## config.mk

```make
export PLATFORM = sky130hd
export DESIGN_NAME = id_stage
export DESIGN_NICKNAME = d
export VERILOG_FILES = /design/src/hw/id_pkg.sv /design/src/hw/id_decoder.sv /design/src/hw/id_ex_pipe.sv /design/src/hw/id_operand_sel.sv /design/src/hw/id_regfile.sv /design/src/hw/id_stage.sv
export VERILOG_INCLUDE_DIRS = /design/src /design/src/include
export SDC_FILE = /design/constraint.sdc
export NUM_CORES = 2
export LEC_CHECK = 0
export ABC_AREA = 1
export CAP_MARGIN = 20
export CORE_MARGIN = 8
export CORE_UTILIZATION = 23
export DETAILED_ROUTE_END_ITERATION = 8
export DONT_BUFFER_PORTS = 1
export PLACE_DENSITY = 0.47
export SLEW_MARGIN = 20
export SYNTH_ARGS = -nofsm -noshare
export SYNTH_HDL_FRONTEND = slang
export SYNTH_HIERARCHICAL = 1
export SYNTH_SLANG_ARGS = --single-unit
```

## constraint.sdc

```tcl
create_clock -name clk -period 4.6 [get_ports clk]
set_input_delay 0.23 -clock clk [delete_from_list [all_inputs] [get_ports clk]]
set_output_delay 0.23 -clock clk [all_outputs]
set_load 0.05 [all_outputs]
```

## src/include/id_defines.svh

```systemverilog
// Decode stage widths and field positions

`ifndef ID_DEFINES_SVH
`define ID_DEFINES_SVH

// Datapath and PC width
`define ID_XLEN         32

// Register file geometry
`define ID_REG_ADDR_W   5
`define ID_NUM_REGS     32

// Link address increment for JAL and JALR
`define ID_PC_INCR      4

// Instruction word field positions
`define ID_OPCODE_W     7
`define ID_RD_LSB       7
`define ID_FUNCT3_LSB   12
`define ID_RS1_LSB      15
`define ID_RS2_LSB      20

`endif

```

## src/hw/id_pkg.sv

```systemverilog
// Decode stage types

`default_nettype none

`include "id_defines.svh"

package id_pkg;

  // Major opcodes of the supported RV32I subset
  typedef enum logic [`ID_OPCODE_W-1:0] {
    OPC_OP     = 7'b0110011,
    OPC_OP_IMM = 7'b0010011,
    OPC_LUI    = 7'b0110111,
    OPC_AUIPC  = 7'b0010111,
    OPC_JAL    = 7'b1101111,
    OPC_JALR   = 7'b1100111,
    OPC_BRANCH = 7'b1100011
  } opcode_e;

  // ALU operators, compares last
  typedef enum logic [3:0] {
    ALU_ADD, ALU_SUB, ALU_XOR, ALU_OR,
    ALU_AND, ALU_SLL, ALU_SRL, ALU_SRA,
    ALU_SLT, ALU_SLTU, ALU_BEQ, ALU_BNE,
    ALU_BLT, ALU_BGE, ALU_BLTU, ALU_BGEU
  } alu_op_e;

  // Kind of control transfer seen in ID
  typedef enum logic [1:0] {
    JUMP_NONE   = 2'd0,
    JUMP_UNCOND = 2'd1,
    JUMP_COND   = 2'd2
  } jump_kind_e;

  // Operand A sources
  typedef enum logic [1:0] {
    OP_A_REG  = 2'd0,
    OP_A_PC   = 2'd1,
    OP_A_ZERO = 2'd2
  } op_a_sel_e;

  // Operand B sources
  typedef enum logic [1:0] {
    OP_B_REG    = 2'd0,
    OP_B_IMM    = 2'd1,
    OP_B_PCINCR = 2'd2
  } op_b_sel_e;

  // Base of the jump target adder
  typedef enum logic {
    JT_BASE_PC  = 1'b0,
    JT_BASE_RS1 = 1'b1
  } jt_base_e;

  // One register write port
  typedef struct packed {
    logic                      we;
    logic [`ID_REG_ADDR_W-1:0] addr;
    logic [`ID_XLEN-1:0]       data;
  } reg_wr_t;

  // Decoded control of the instruction in ID
  typedef struct packed {
    alu_op_e                   alu_op;
    op_a_sel_e                 op_a_sel;
    op_b_sel_e                 op_b_sel;
    logic [`ID_REG_ADDR_W-1:0] rs1;
    logic [`ID_REG_ADDR_W-1:0] rs2;
    logic [`ID_REG_ADDR_W-1:0] rd;
    logic                      rd_we;
    jump_kind_e                jump_kind;
    logic                      illegal;
    logic [`ID_XLEN-1:0]       imm;
    logic [`ID_XLEN-1:0]       jt_imm;
    jt_base_e                  jt_base;
  } dec_ctrl_t;

  // ID/EX pipe payload
  typedef struct packed {
    alu_op_e                   alu_op;
    logic [`ID_XLEN-1:0]       operand_a;
    logic [`ID_XLEN-1:0]       operand_b;
    logic [`ID_REG_ADDR_W-1:0] rd;
    logic                      rd_we;
    jump_kind_e                jump_kind;
    logic                      illegal;
  } id_ex_t;

endpackage

`default_nettype wire

```

## src/hw/id_decoder.sv

```systemverilog
// Instruction decoder

`default_nettype none
`timescale 1ns/1ns

`include "id_defines.svh"

module id_decoder (
  input  logic [`ID_XLEN-1:0] instr_i,
  input  logic                instr_valid_i,
  output id_pkg::dec_ctrl_t   ctrl_o
);

  import id_pkg::*;

  opcode_e             opcode;
  logic [2:0]          funct3;
  logic                funct7_b5;
  logic [`ID_XLEN-1:0] imm_i;
  logic [`ID_XLEN-1:0] imm_u;
  logic [`ID_XLEN-1:0] imm_j;
  logic [`ID_XLEN-1:0] imm_b;

  // Instruction fields
  assign opcode    = opcode_e'(instr_i[`ID_OPCODE_W-1:0]);
  assign funct3    = instr_i[`ID_FUNCT3_LSB +: 3];
  // SUB and SRA select bit
  assign funct7_b5 = instr_i[30];

  ////////////////////////////////////////////////////////////////////////////
  // Immediates
  ////////////////////////////////////////////////////////////////////////////

  // Sign bit is always instr[31]
  assign imm_i = {{20{instr_i[31]}}, instr_i[31:20]};
  assign imm_u = {instr_i[31:12], 12'b0};
  assign imm_j = {{12{instr_i[31]}}, instr_i[19:12], instr_i[20], instr_i[30:21], 1'b0};
  assign imm_b = {{20{instr_i[31]}}, instr_i[7], instr_i[30:25], instr_i[11:8], 1'b0};

  ////////////////////////////////////////////////////////////////////////////
  // Control decode
  ////////////////////////////////////////////////////////////////////////////

  always_comb
  begin
    ctrl_o           = '0;
    ctrl_o.alu_op    = ALU_ADD;
    ctrl_o.op_a_sel  = OP_A_REG;
    ctrl_o.op_b_sel  = OP_B_REG;
    ctrl_o.rs1       = instr_i[`ID_RS1_LSB +: `ID_REG_ADDR_W];
    ctrl_o.rs2       = instr_i[`ID_RS2_LSB +: `ID_REG_ADDR_W];
    ctrl_o.rd        = instr_i[`ID_RD_LSB +: `ID_REG_ADDR_W];
    ctrl_o.jump_kind = JUMP_NONE;
    // Non-jumps still get PC plus I immediate on the target
    ctrl_o.imm       = imm_i;
    ctrl_o.jt_imm    = imm_i;
    ctrl_o.jt_base   = JT_BASE_PC;

    case (opcode)
      OPC_OP:
      begin
        ctrl_o.rd_we = 1'b1;
        case (funct3)
          3'b000:  ctrl_o.alu_op = funct7_b5 ? ALU_SUB : ALU_ADD;
          3'b001:  ctrl_o.alu_op = ALU_SLL;
          3'b010:  ctrl_o.alu_op = ALU_SLT;
          3'b011:  ctrl_o.alu_op = ALU_SLTU;
          3'b100:  ctrl_o.alu_op = ALU_XOR;
          3'b101:  ctrl_o.alu_op = funct7_b5 ? ALU_SRA : ALU_SRL;
          3'b110:  ctrl_o.alu_op = ALU_OR;
          default: ctrl_o.alu_op = ALU_AND;
        endcase
      end
      OPC_OP_IMM:
      begin
        ctrl_o.rd_we    = 1'b1;
        ctrl_o.op_b_sel = OP_B_IMM;
        // No SUBI, bit 30 only matters for shifts
        case (funct3)
          3'b000:  ctrl_o.alu_op = ALU_ADD;
          3'b001:  ctrl_o.alu_op = ALU_SLL;
          3'b010:  ctrl_o.alu_op = ALU_SLT;
          3'b011:  ctrl_o.alu_op = ALU_SLTU;
          3'b100:  ctrl_o.alu_op = ALU_XOR;
          3'b101:  ctrl_o.alu_op = funct7_b5 ? ALU_SRA : ALU_SRL;
          3'b110:  ctrl_o.alu_op = ALU_OR;
          default: ctrl_o.alu_op = ALU_AND;
        endcase
      end
      OPC_LUI:
      begin
        // Zero plus U immediate
        ctrl_o.rd_we    = 1'b1;
        ctrl_o.op_a_sel = OP_A_ZERO;
        ctrl_o.op_b_sel = OP_B_IMM;
        ctrl_o.imm      = imm_u;
      end
      OPC_AUIPC:
      begin
        ctrl_o.rd_we    = 1'b1;
        ctrl_o.op_a_sel = OP_A_PC;
        ctrl_o.op_b_sel = OP_B_IMM;
        ctrl_o.imm      = imm_u;
      end
      OPC_JAL:
      begin
        // EX computes the link address PC + 4
        ctrl_o.rd_we     = 1'b1;
        ctrl_o.op_a_sel  = OP_A_PC;
        ctrl_o.op_b_sel  = OP_B_PCINCR;
        ctrl_o.jump_kind = JUMP_UNCOND;
        ctrl_o.jt_imm    = imm_j;
      end
      OPC_JALR:
      begin
        ctrl_o.rd_we     = 1'b1;
        ctrl_o.op_a_sel  = OP_A_PC;
        ctrl_o.op_b_sel  = OP_B_PCINCR;
        ctrl_o.jump_kind = JUMP_UNCOND;
        ctrl_o.jt_base   = JT_BASE_RS1;
      end
      OPC_BRANCH:
      begin
        // Operands stay rs1 and rs2 for the compare in EX
        ctrl_o.jump_kind = JUMP_COND;
        ctrl_o.jt_imm    = imm_b;
        case (funct3)
          3'b000:  ctrl_o.alu_op = ALU_BEQ;
          3'b001:  ctrl_o.alu_op = ALU_BNE;
          3'b100:  ctrl_o.alu_op = ALU_BLT;
          3'b101:  ctrl_o.alu_op = ALU_BGE;
          3'b110:  ctrl_o.alu_op = ALU_BLTU;
          3'b111:  ctrl_o.alu_op = ALU_BGEU;
          default: ctrl_o.illegal = 1'b1;
        endcase
      end
      default: ctrl_o.illegal = 1'b1;
    endcase

    // Illegal instructions neither write nor jump
    if (ctrl_o.illegal)
    begin
      ctrl_o.rd_we     = 1'b0;
      ctrl_o.jump_kind = JUMP_NONE;
    end

    // No instruction in ID, emit a bubble
    if (!instr_valid_i)
    begin
      ctrl_o.rd_we     = 1'b0;
      ctrl_o.jump_kind = JUMP_NONE;
      ctrl_o.illegal   = 1'b0;
    end
  end

endmodule

`default_nettype wire

```

## src/hw/id_ex_pipe.sv

```systemverilog
// ID/EX pipeline register

`default_nettype none
`timescale 1ns/1ns

`include "id_defines.svh"

module id_ex_pipe (
  input  logic                clk,
  input  logic                rst_n,
  input  logic                stall_i,
  input  id_pkg::dec_ctrl_t   ctrl_i,
  input  logic [`ID_XLEN-1:0] operand_a_i,
  input  logic [`ID_XLEN-1:0] operand_b_i,
  output id_pkg::id_ex_t      ex_o
);

  import id_pkg::*;

  // Idle payload, also the reset value
  localparam id_ex_t BUBBLE = '{
    alu_op:    ALU_ADD,
    operand_a: '0,
    operand_b: '0,
    rd:        '0,
    rd_we:     1'b0,
    jump_kind: JUMP_NONE,
    illegal:   1'b0
  };

  logic   is_bubble;
  id_ex_t ex_d;

  // Nothing to write and no jump, or an illegal opcode
  assign is_bubble = ctrl_i.illegal || (!ctrl_i.rd_we && (ctrl_i.jump_kind == JUMP_NONE));

  always_comb
  begin
    ex_d = BUBBLE;
    if (is_bubble)
    begin
      // Only the illegal flag survives into EX
      ex_d.illegal = ctrl_i.illegal;
    end
    else
    begin
      ex_d.alu_op    = ctrl_i.alu_op;
      ex_d.operand_a = operand_a_i;
      ex_d.operand_b = operand_b_i;
      ex_d.rd        = ctrl_i.rd;
      ex_d.rd_we     = ctrl_i.rd_we;
      ex_d.jump_kind = ctrl_i.jump_kind;
    end
  end

  always_ff @(posedge clk or negedge rst_n)
  begin
    if (!rst_n)
      ex_o <= BUBBLE;
    else if (!stall_i)
      ex_o <= ex_d;
  end

endmodule

`default_nettype wire

```

## src/hw/id_operand_sel.sv

```systemverilog
// Operand forwarding and selection

`default_nettype none
`timescale 1ns/1ns

`include "id_defines.svh"

module id_operand_sel (
  input  id_pkg::dec_ctrl_t   ctrl_i,
  input  logic [`ID_XLEN-1:0] pc_i,
  input  logic [`ID_XLEN-1:0] rdata_a_i,
  input  logic [`ID_XLEN-1:0] rdata_b_i,
  input  id_pkg::reg_wr_t     fw_wr_i,
  input  id_pkg::reg_wr_t     wb_wr_i,
  output logic [`ID_XLEN-1:0] operand_a_o,
  output logic [`ID_XLEN-1:0] operand_b_o,
  output logic [`ID_XLEN-1:0] jump_target_o
);

  import id_pkg::*;

  localparam logic [`ID_XLEN-1:0] PC_INCR = `ID_PC_INCR;

  logic [`ID_XLEN-1:0] rs1_fwd;
  logic [`ID_XLEN-1:0] rs2_fwd;
  logic [`ID_XLEN-1:0] jt_base;

  // ALU result beats writeback, x0 is never forwarded
  function automatic logic [`ID_XLEN-1:0] fwd_value(
    input logic [`ID_REG_ADDR_W-1:0] addr,
    input logic [`ID_XLEN-1:0]       rf_data,
    input reg_wr_t                   fw,
    input reg_wr_t                   wb
  );
    logic [`ID_XLEN-1:0] value;
    if (addr == '0)
      value = '0;
    else if (fw.we && (fw.addr == addr))
      value = fw.data;
    else if (wb.we && (wb.addr == addr))
      value = wb.data;
    else
      value = rf_data;
    return value;
  endfunction

  ////////////////////////////////////////////////////////////////////////////
  // Forwarding
  ////////////////////////////////////////////////////////////////////////////

  assign rs1_fwd = fwd_value(ctrl_i.rs1, rdata_a_i, fw_wr_i, wb_wr_i);
  assign rs2_fwd = fwd_value(ctrl_i.rs2, rdata_b_i, fw_wr_i, wb_wr_i);

  ////////////////////////////////////////////////////////////////////////////
  // Operand muxes
  ////////////////////////////////////////////////////////////////////////////

  always_comb
  begin
    case (ctrl_i.op_a_sel)
      OP_A_PC:   operand_a_o = pc_i;
      OP_A_ZERO: operand_a_o = '0;
      default:   operand_a_o = rs1_fwd;
    endcase
  end

  always_comb
  begin
    case (ctrl_i.op_b_sel)
      OP_B_IMM:    operand_b_o = ctrl_i.imm;
      OP_B_PCINCR: operand_b_o = PC_INCR;
      default:     operand_b_o = rs2_fwd;
    endcase
  end

  ////////////////////////////////////////////////////////////////////////////
  // Jump target
  ////////////////////////////////////////////////////////////////////////////

  // JALR takes raw rs1 to keep the forward muxes off the target adder
  assign jt_base = (ctrl_i.jt_base == JT_BASE_RS1) ? rdata_a_i : pc_i;

  assign jump_target_o = jt_base + ctrl_i.jt_imm;

endmodule

`default_nettype wire

```

## src/hw/id_regfile.sv

```systemverilog
// Two-write register file

`default_nettype none
`timescale 1ns/1ns

`include "id_defines.svh"

module id_regfile (
  input  logic                      clk,
  input  logic                      rst_n,
  input  logic [`ID_REG_ADDR_W-1:0] raddr_a_i,
  input  logic [`ID_REG_ADDR_W-1:0] raddr_b_i,
  output logic [`ID_XLEN-1:0]       rdata_a_o,
  output logic [`ID_XLEN-1:0]       rdata_b_o,
  input  id_pkg::reg_wr_t           wr_a_i,
  input  id_pkg::reg_wr_t           wr_b_i
);

  // x0 has no storage
  logic [`ID_XLEN-1:0]     regs_q [1:`ID_NUM_REGS-1];
  logic [`ID_NUM_REGS-1:1] hit_a;
  logic [`ID_NUM_REGS-1:1] hit_b;

  // Per-register write decode
  always_comb
  begin
    for (int i = 1; i < `ID_NUM_REGS; i++)
    begin
      hit_a[i] = wr_a_i.we && (wr_a_i.addr == i[`ID_REG_ADDR_W-1:0]);
      hit_b[i] = wr_b_i.we && (wr_b_i.addr == i[`ID_REG_ADDR_W-1:0]);
    end
  end

  for (genvar r = 1; r < `ID_NUM_REGS; r++)
  begin : g_reg
    always_ff @(posedge clk or negedge rst_n)
    begin
      if (!rst_n)
      begin
        regs_q[r] <= '0;
      end
      else if (hit_b[r])
      begin
        // Port B wins on the same address
        regs_q[r] <= wr_b_i.data;
      end
      else if (hit_a[r])
      begin
        regs_q[r] <= wr_a_i.data;
      end
    end
  end

  // Old value on a same-cycle write
  assign rdata_a_o = (raddr_a_i == '0) ? '0 : regs_q[raddr_a_i];
  assign rdata_b_o = (raddr_b_i == '0) ? '0 : regs_q[raddr_b_i];

endmodule

`default_nettype wire

```

## src/hw/id_stage.sv

```systemverilog
// Decode stage top

`default_nettype none
`timescale 1ns/1ns

`include "id_defines.svh"

module id_stage (
  input  logic                clk,
  input  logic                rst_n,

  // From the instruction source
  input  logic [`ID_XLEN-1:0] instr_i,
  input  logic [`ID_XLEN-1:0] pc_i,
  input  logic                instr_valid_i,

  // Back-pressure from EX
  input  logic                stall_ex_i,

  // Register writes from writeback and the ALU
  input  id_pkg::reg_wr_t     wb_wr_i,
  input  id_pkg::reg_wr_t     fw_wr_i,

  // To EX and fetch
  output id_pkg::id_ex_t      ex_o,
  output logic [`ID_XLEN-1:0] jump_target_o,
  output id_pkg::jump_kind_e  jump_in_id_o
);

  import id_pkg::*;

  dec_ctrl_t           dec_ctrl;
  logic [`ID_XLEN-1:0] rf_rdata_a;
  logic [`ID_XLEN-1:0] rf_rdata_b;
  logic [`ID_XLEN-1:0] operand_a;
  logic [`ID_XLEN-1:0] operand_b;

  id_decoder u_decoder (
    .instr_i       (instr_i),
    .instr_valid_i (instr_valid_i),
    .ctrl_o        (dec_ctrl)
  );

  // Forward path on port B so it wins conflicts
  id_regfile u_regfile (
    .clk       (clk),
    .rst_n     (rst_n),
    .raddr_a_i (dec_ctrl.rs1),
    .raddr_b_i (dec_ctrl.rs2),
    .rdata_a_o (rf_rdata_a),
    .rdata_b_o (rf_rdata_b),
    .wr_a_i    (wb_wr_i),
    .wr_b_i    (fw_wr_i)
  );

  id_operand_sel u_operand_sel (
    .ctrl_i        (dec_ctrl),
    .pc_i          (pc_i),
    .rdata_a_i     (rf_rdata_a),
    .rdata_b_i     (rf_rdata_b),
    .fw_wr_i       (fw_wr_i),
    .wb_wr_i       (wb_wr_i),
    .operand_a_o   (operand_a),
    .operand_b_o   (operand_b),
    .jump_target_o (jump_target_o)
  );

  id_ex_pipe u_ex_pipe (
    .clk         (clk),
    .rst_n       (rst_n),
    .stall_i     (stall_ex_i),
    .ctrl_i      (dec_ctrl),
    .operand_a_i (operand_a),
    .operand_b_i (operand_b),
    .ex_o        (ex_o)
  );

  // Same-cycle jump indication to fetch
  assign jump_in_id_o = dec_ctrl.jump_kind;

endmodule

`default_nettype wire

```

* Yosys cells after proc, flatten, opt, wreduce, memory -nomap -nowiden
Cells that the tools add are included.
Word-level totals: word-level logic and storage cells 334, input bits 144, register bits 1069, output and inout bits 111
Cells by class: bitwise operators 2, reduce and logical (&&, ||, !) cells 110, add/sub/neg operators 1, muxes and demuxes 97, equality and inequality tests 84, order comparisons 2
Operators by type and width (number):
- two-way mux 32 bit | 74
- binary-select mux 32 bit (select 5 bit) | 2
- equality test 5 bit (second input constant) | 32
- case mux 32 bit (2 select lines) | 2
- equality test 5 x 4 -> 1 bit (second input constant) | 16
- two-way mux 76 bit | 1
- logical AND 1 bit | 67
- nonzero test 2 bit | 31
- case mux 4 bit (7 select lines) | 2
- equality test 5 x 3 -> 1 bit (second input constant) | 8
- case mux 20 bit (2 select lines) | 1
- adder 32 bit | 1
- two-way mux 31 bit | 1
- case mux 4 bit (6 select lines) | 1
- equality test 7 bit (second input constant) | 3
- equality test 5 x 2 -> 1 bit (second input constant) | 4
- equality test 5 bit | 4
- equality test 7 x 5 -> 1 bit (second input constant) | 2
- equality test 7 x 6 -> 1 bit (second input constant) | 2
- equality test 3 bit (second input constant) | 4
- greater-or-equal comparator 6 bit (second input constant) | 2
- NOT 5 -> 6 bit | 2
- case mux 2 bit (2 select lines) | 3
- case mux 4 bit (3 select lines) | 1
- 17 further kinds | 30

* Depth between registers and ports, before layout
word-level depth 10, mapped depth 27, gate-level depth less buffers 23

* By module
Netlist, hierarchy kept.
By module, submodules not included:
- id_regfile | seq. area each 24823.8 sq um, area each 66248.5 sq um, cells an instance 10474, instances 1
- id_operand_sel | seq. area each 0.0 sq um, area each 5719.2 sq um, cells an instance 1205, instances 1
- id_ex_pipe | seq. area each 1926.8 sq um, area each 3067.9 sq um, cells an instance 336, instances 1
- id_decoder | seq. area each 0.0 sq um, area each 1051.0 sq um, cells an instance 178, instances 1

* Worst setup path after synthesis
Ideal clock, no wire load.
path type input-to-output, start point in instr_i[17], end point out jump_target_o[12], required time 4.370 ns, path buffers 4, arrival 3.589 ns, slack 0.781 ns, stages 18, path through buf_4 buf_2 inv_2 clkbuf_1 buf_1 nand3_1 nand3_1 nand2_1 nand2_1 nand2_1 mux2_2 ha_1 fa_1 nand3_1 nand3_1 nand3_1 nand3_1 xor2_1
Between the ends: word-level cells in the longest chain between the ends 7, elaborated cells between the ends (all ways) 8, those cells by class add/sub (1); mux (5); bitwise (1); reduce/logical (1)
RTL lines:
- start: declaration | RTL line id_stage.sv:13 | input logic [`ID_XLEN-1:0] instr_i,
- NOT 5 -> 6 bit (implied by the code) | RTL line id_regfile.sv:55 | assign rdata_a_o = (raddr_a_i == '0) ? '0 : regs_q[raddr_a_i];
- binary-select mux 32 bit (select 5 bit) | RTL line id_regfile.sv:55
- two-way mux 32 bit (implied by the code) (2 in a row) | RTL line id_regfile.sv:55
- two-way mux 32 bit (*) | RTL line id_regfile.sv:55
- named net rf_rdata_a[0] | RTL line id_stage.sv:33 | logic [`ID_XLEN-1:0] rf_rdata_a;
- two-way mux 32 bit (*) | RTL line id_operand_sel.sv:81 | assign jt_base = (ctrl_i.jt_base == JT_BASE_RS1) ? rdata_a_i : pc_i;
- adder 32 bit (*) | RTL line id_operand_sel.sv:83 | assign jump_target_o = jt_base + ctrl_i.jt_imm;
- end: declaration | RTL line id_stage.sv:26 | output logic [`ID_XLEN-1:0] jump_target_o,
Mark *: on every way through the listed nets, which the timed path passes. The rest lies on a longest branch. The select of a mux whose other input is x is not followed.

* Final worst setup path
start point in instr_i[15], end point out jump_target_o[20]
The elaborated chain is that of the path after synthesis.

==> impl_metrics.toml <==
[yosys]
synth_cell_types = 39
syn_nets = 12400
ys_warn_count = 6
synth_edf_count = 0
syn_area_sq_mm = 0.0761
ys_seq_elements = 1069
syn_inst = 12200
synth.avg_cell_area_sq_um = 6.24
ys_seq_area_share_pct = 35.2
synth_ff_type = "dfrtp_1"
async_reset_ff_share_pct = 100

[grt]
grt_pass1_wl_mm = 646
grt.total_usage_pct = 25.4
antenna_found_initial = 59
grt_max_degree = 505
grt_overflow = 0
grt_pass1_vias = 82300

[power]
total_power_mw = 34.6
p_per_area_mw_per_mm2 = 389
irDropWorstVdd_v = 0.000255
power_leakage_nw = 43.0

[worst_setup_path]
reg2regPathDepth = 16
cp.arrival_ns = 4.66
cpPeakStageDelay_ns = 0.46
crit_type = "input pin to output port"
worstReg2RegEnd = "u_ex_pipe/ex_o[12]"
worst-path-max-fanout = 479
worstPathCellList = "nor2_4 -> buf_4 -> buf_12 -> a21oi_1 -> nand3_1 -> nand3_1 -> nand2_1 -> nand2_1 -> nand2_1 -> mux2_2 -> ha_1 -> nand2_1 -> nor2_1 -> inv_1 -> nor2_2 -> nand4_1 -> nand3_1 -> nand2_1 -> nand2_1 -> buf_12"
r2r_slack_ns = 1.39
r2r_start = "u_regfile/regs_q[899]"
end_kind = "output port"
crit_slowest_cell = "nor2_4"
cpMostUsedCell = "nand2_1"
startpoint_type = "input pin"
crit_buf_inv = 4
critPathRequiredTime_ns = 4.37
crit_family = "simple AND/OR/NAND/NOR gates"

[timing]
rsz0062_at_grt = "no"
worstMarginPinSlew_ns = 2.15
fmax_mhz = 205
finalSetupViolCount = 21
hold_ws_ns = 0.0144
hold_viol_final = 0
fin_crit_sh_pct = 106
fin_ws_ns = -0.289
slew_violations = 304
fin_crit_ns = 4.89
clock-skew-final_ns = 0.0299
slew_headroom_pct = -43.1
setup_tns_ns = -2.90

[floorplan]
start_util_pct = 23.1
fp.dieH_um = 591
core-area_sq_mm = 0.330
io_pins = 255
dieArea_sq_mm = 0.349
rows = 211
die_w_um = 591

[route]
drt-initial-drc-count = 13800
first_pass_iters = 9
vias = 89900
vias_per_cell = 5.48
route.detailed.drc = 0
ant_nets = 0
post_drt_wl_per_cell_um = 28.4
wl_mm = 466

[placement]
dp.cells = 15800
placed_area_sq_mm = 0.0803
gp_congestion = 0.943
portBuffers = 0
place_hpwl_mm = 264

[cells_and_area]
fin_cells = 16400
drive_gt1_share_pct = 6.70
area_growth_pct = 16.8
seq_area_sq_mm = 0.0268
n_fill_cell = 37000
multi_input_comb_area_sq_mm = 0.0407
nets = 12100
fin_area_sq_mm = 0.0889

[clocking]
htree_num_levels = 4
clock_latency_ns = 0.84
cts_buffer_depth = 3
root_buffer = "clkbuf_16"
path_clk_slew_ns = 0.06
cts_buffers = 137
cts_sinks = 1069
cts_tree = "done"

[hold_path]
min_path_type = "input pin to asynchronous set/reset pin"

[run_status]
violations = "slew limit, setup timing"
status = "complete, but fails checks"

[run]
drv_cap = 0
==> what timing repair did <==
item / in CTS / in global routing
endpoints found under the setup margin: 0 / 26
setup buffers: 0 / 2
hold buffers: 297 / 1
gates resized for setup: 0 / 30
endpoints found under the hold margin: 1248 / 1
==> worst min-delay path: cells and delay by family <==
family	cells	cell delay, ns
buffers and inverters	3	0.97
==> layout make-up <==
class,count,area share [%]
Antenna cell,81,0.228
Clock buffer,207,4.77
Clock inverter,37,0.439
Inverter,1120,4.80
Multi-Input combinational cell,8937,45.8
Sequential cell,1069,30.1
Tap cell,4366,6.15
Timing Repair Buffer,605,7.72
Timing Repair inverter,1,0.0127
==> cell usage in the layout (no fill, tap or decap), types with 40 or more instances in the layout <==
cell type / n
inv_2: 40
o221ai_1: 66
nand3_1: 1332
o22ai_1: 358
nand2_1: 3917
o21ai_0: 1831
nand4_1: 76
buf_4: 228
dfrtp_1: 1069
diode_2: 81
nand2_2: 68
o21ai_1: 73
inv_1: 1072
nor2_1: 796
buf_12: 109
a21oi_1: 238
clkbuf_16: 145
dlygate4sd3_1: 251
==> cell families after synthesis <==
family	count (synthesis)	share of synthesized area, %
mux	32	0.474
fa+ha+maj	39	0.651
simple gates	6255	33.7
compound gates	2596	18.1
xor+xnor	15	0.173
flops	1069	35.2
buf+inv	2187	11.8
==> through the flow <==
stage / util, % / setup WS, ns
after floorplan: - / 0.781
after global placement: 24.4 / 0.344
after detailed placement: 24.4 / 0.282
after CTS: 26.8 / 0.00742
after global routing: 26.9 / 0.0150
final: 27.0 / -0.289
==> Yosys cell counts, types with 4 or more instances <==
cell      number  area, sq um
o221ai_1      66          578
nand2_1     3979        14900
dfrtp_1     1069        26800
buf_1         89          334
inv_1       1078         4050
ha_1          38          475
nand2_2       17          106
inv_2         41          154
o21ai_0     1831         9160
buf_6         21          236
xor2_1        15          131
nor2_4        13          146
a21oi_1      239         1200
nor3_1         9         45.0
clkbuf_2       4         20.0
nor2_1       803         3010
mux2_2        32          360
o21ai_1       75          375
nand3_1     1336         6690
buf_4         41          308
o21ai_2       22          193
o22ai_1      358         2240
buf_2        348         1740
nor2_2         7         43.8
nand3_2        5         50.1
and2_1         4         25.0
nand4_1       76          475
clkbuf_1     564         2120
==> registers in the layout (all words and copies together) (netlist names) <==
register          count
u_regfile/regs_q    992
u_ex_pipe/ex_o       77
==> how the worst max path moves through the flow <==
stage | startpoint | endpoint | cells after the start
after floorplan | instr_i[17] | jump_target_o[12] | 18
after global placement | instr_i[15] | jump_target_o[20] | 23
after global routing | u_regfile/regs_q[905] | jump_target_o[30] | 23
after detailed placement | instr_i[15] | jump_target_o[26] | 22
after CTS | u_regfile/regs_q[896] | jump_target_o[28] | 22
final | instr_i[15] | jump_target_o[20] | 20
==> per-layer routing <==
layer,routed length (um),vias up,GRT usage (%)
met4,35200,24,17.2
met5,195,-,0
met3,51800,1487,5.94
met1,179000,43200,32.3
met2,200000,6325,38.2
li1,-,38900,-
==> power breakdown <==
group	switching [mW]	total, mW	internal [mW]
clock	4.90	11.6	6.69
combinational	6.39	9.85	3.46
sequential	1.35	13.1	11.8
total	12.6	34.6	21.9
(Power assumes the default switching activity.)
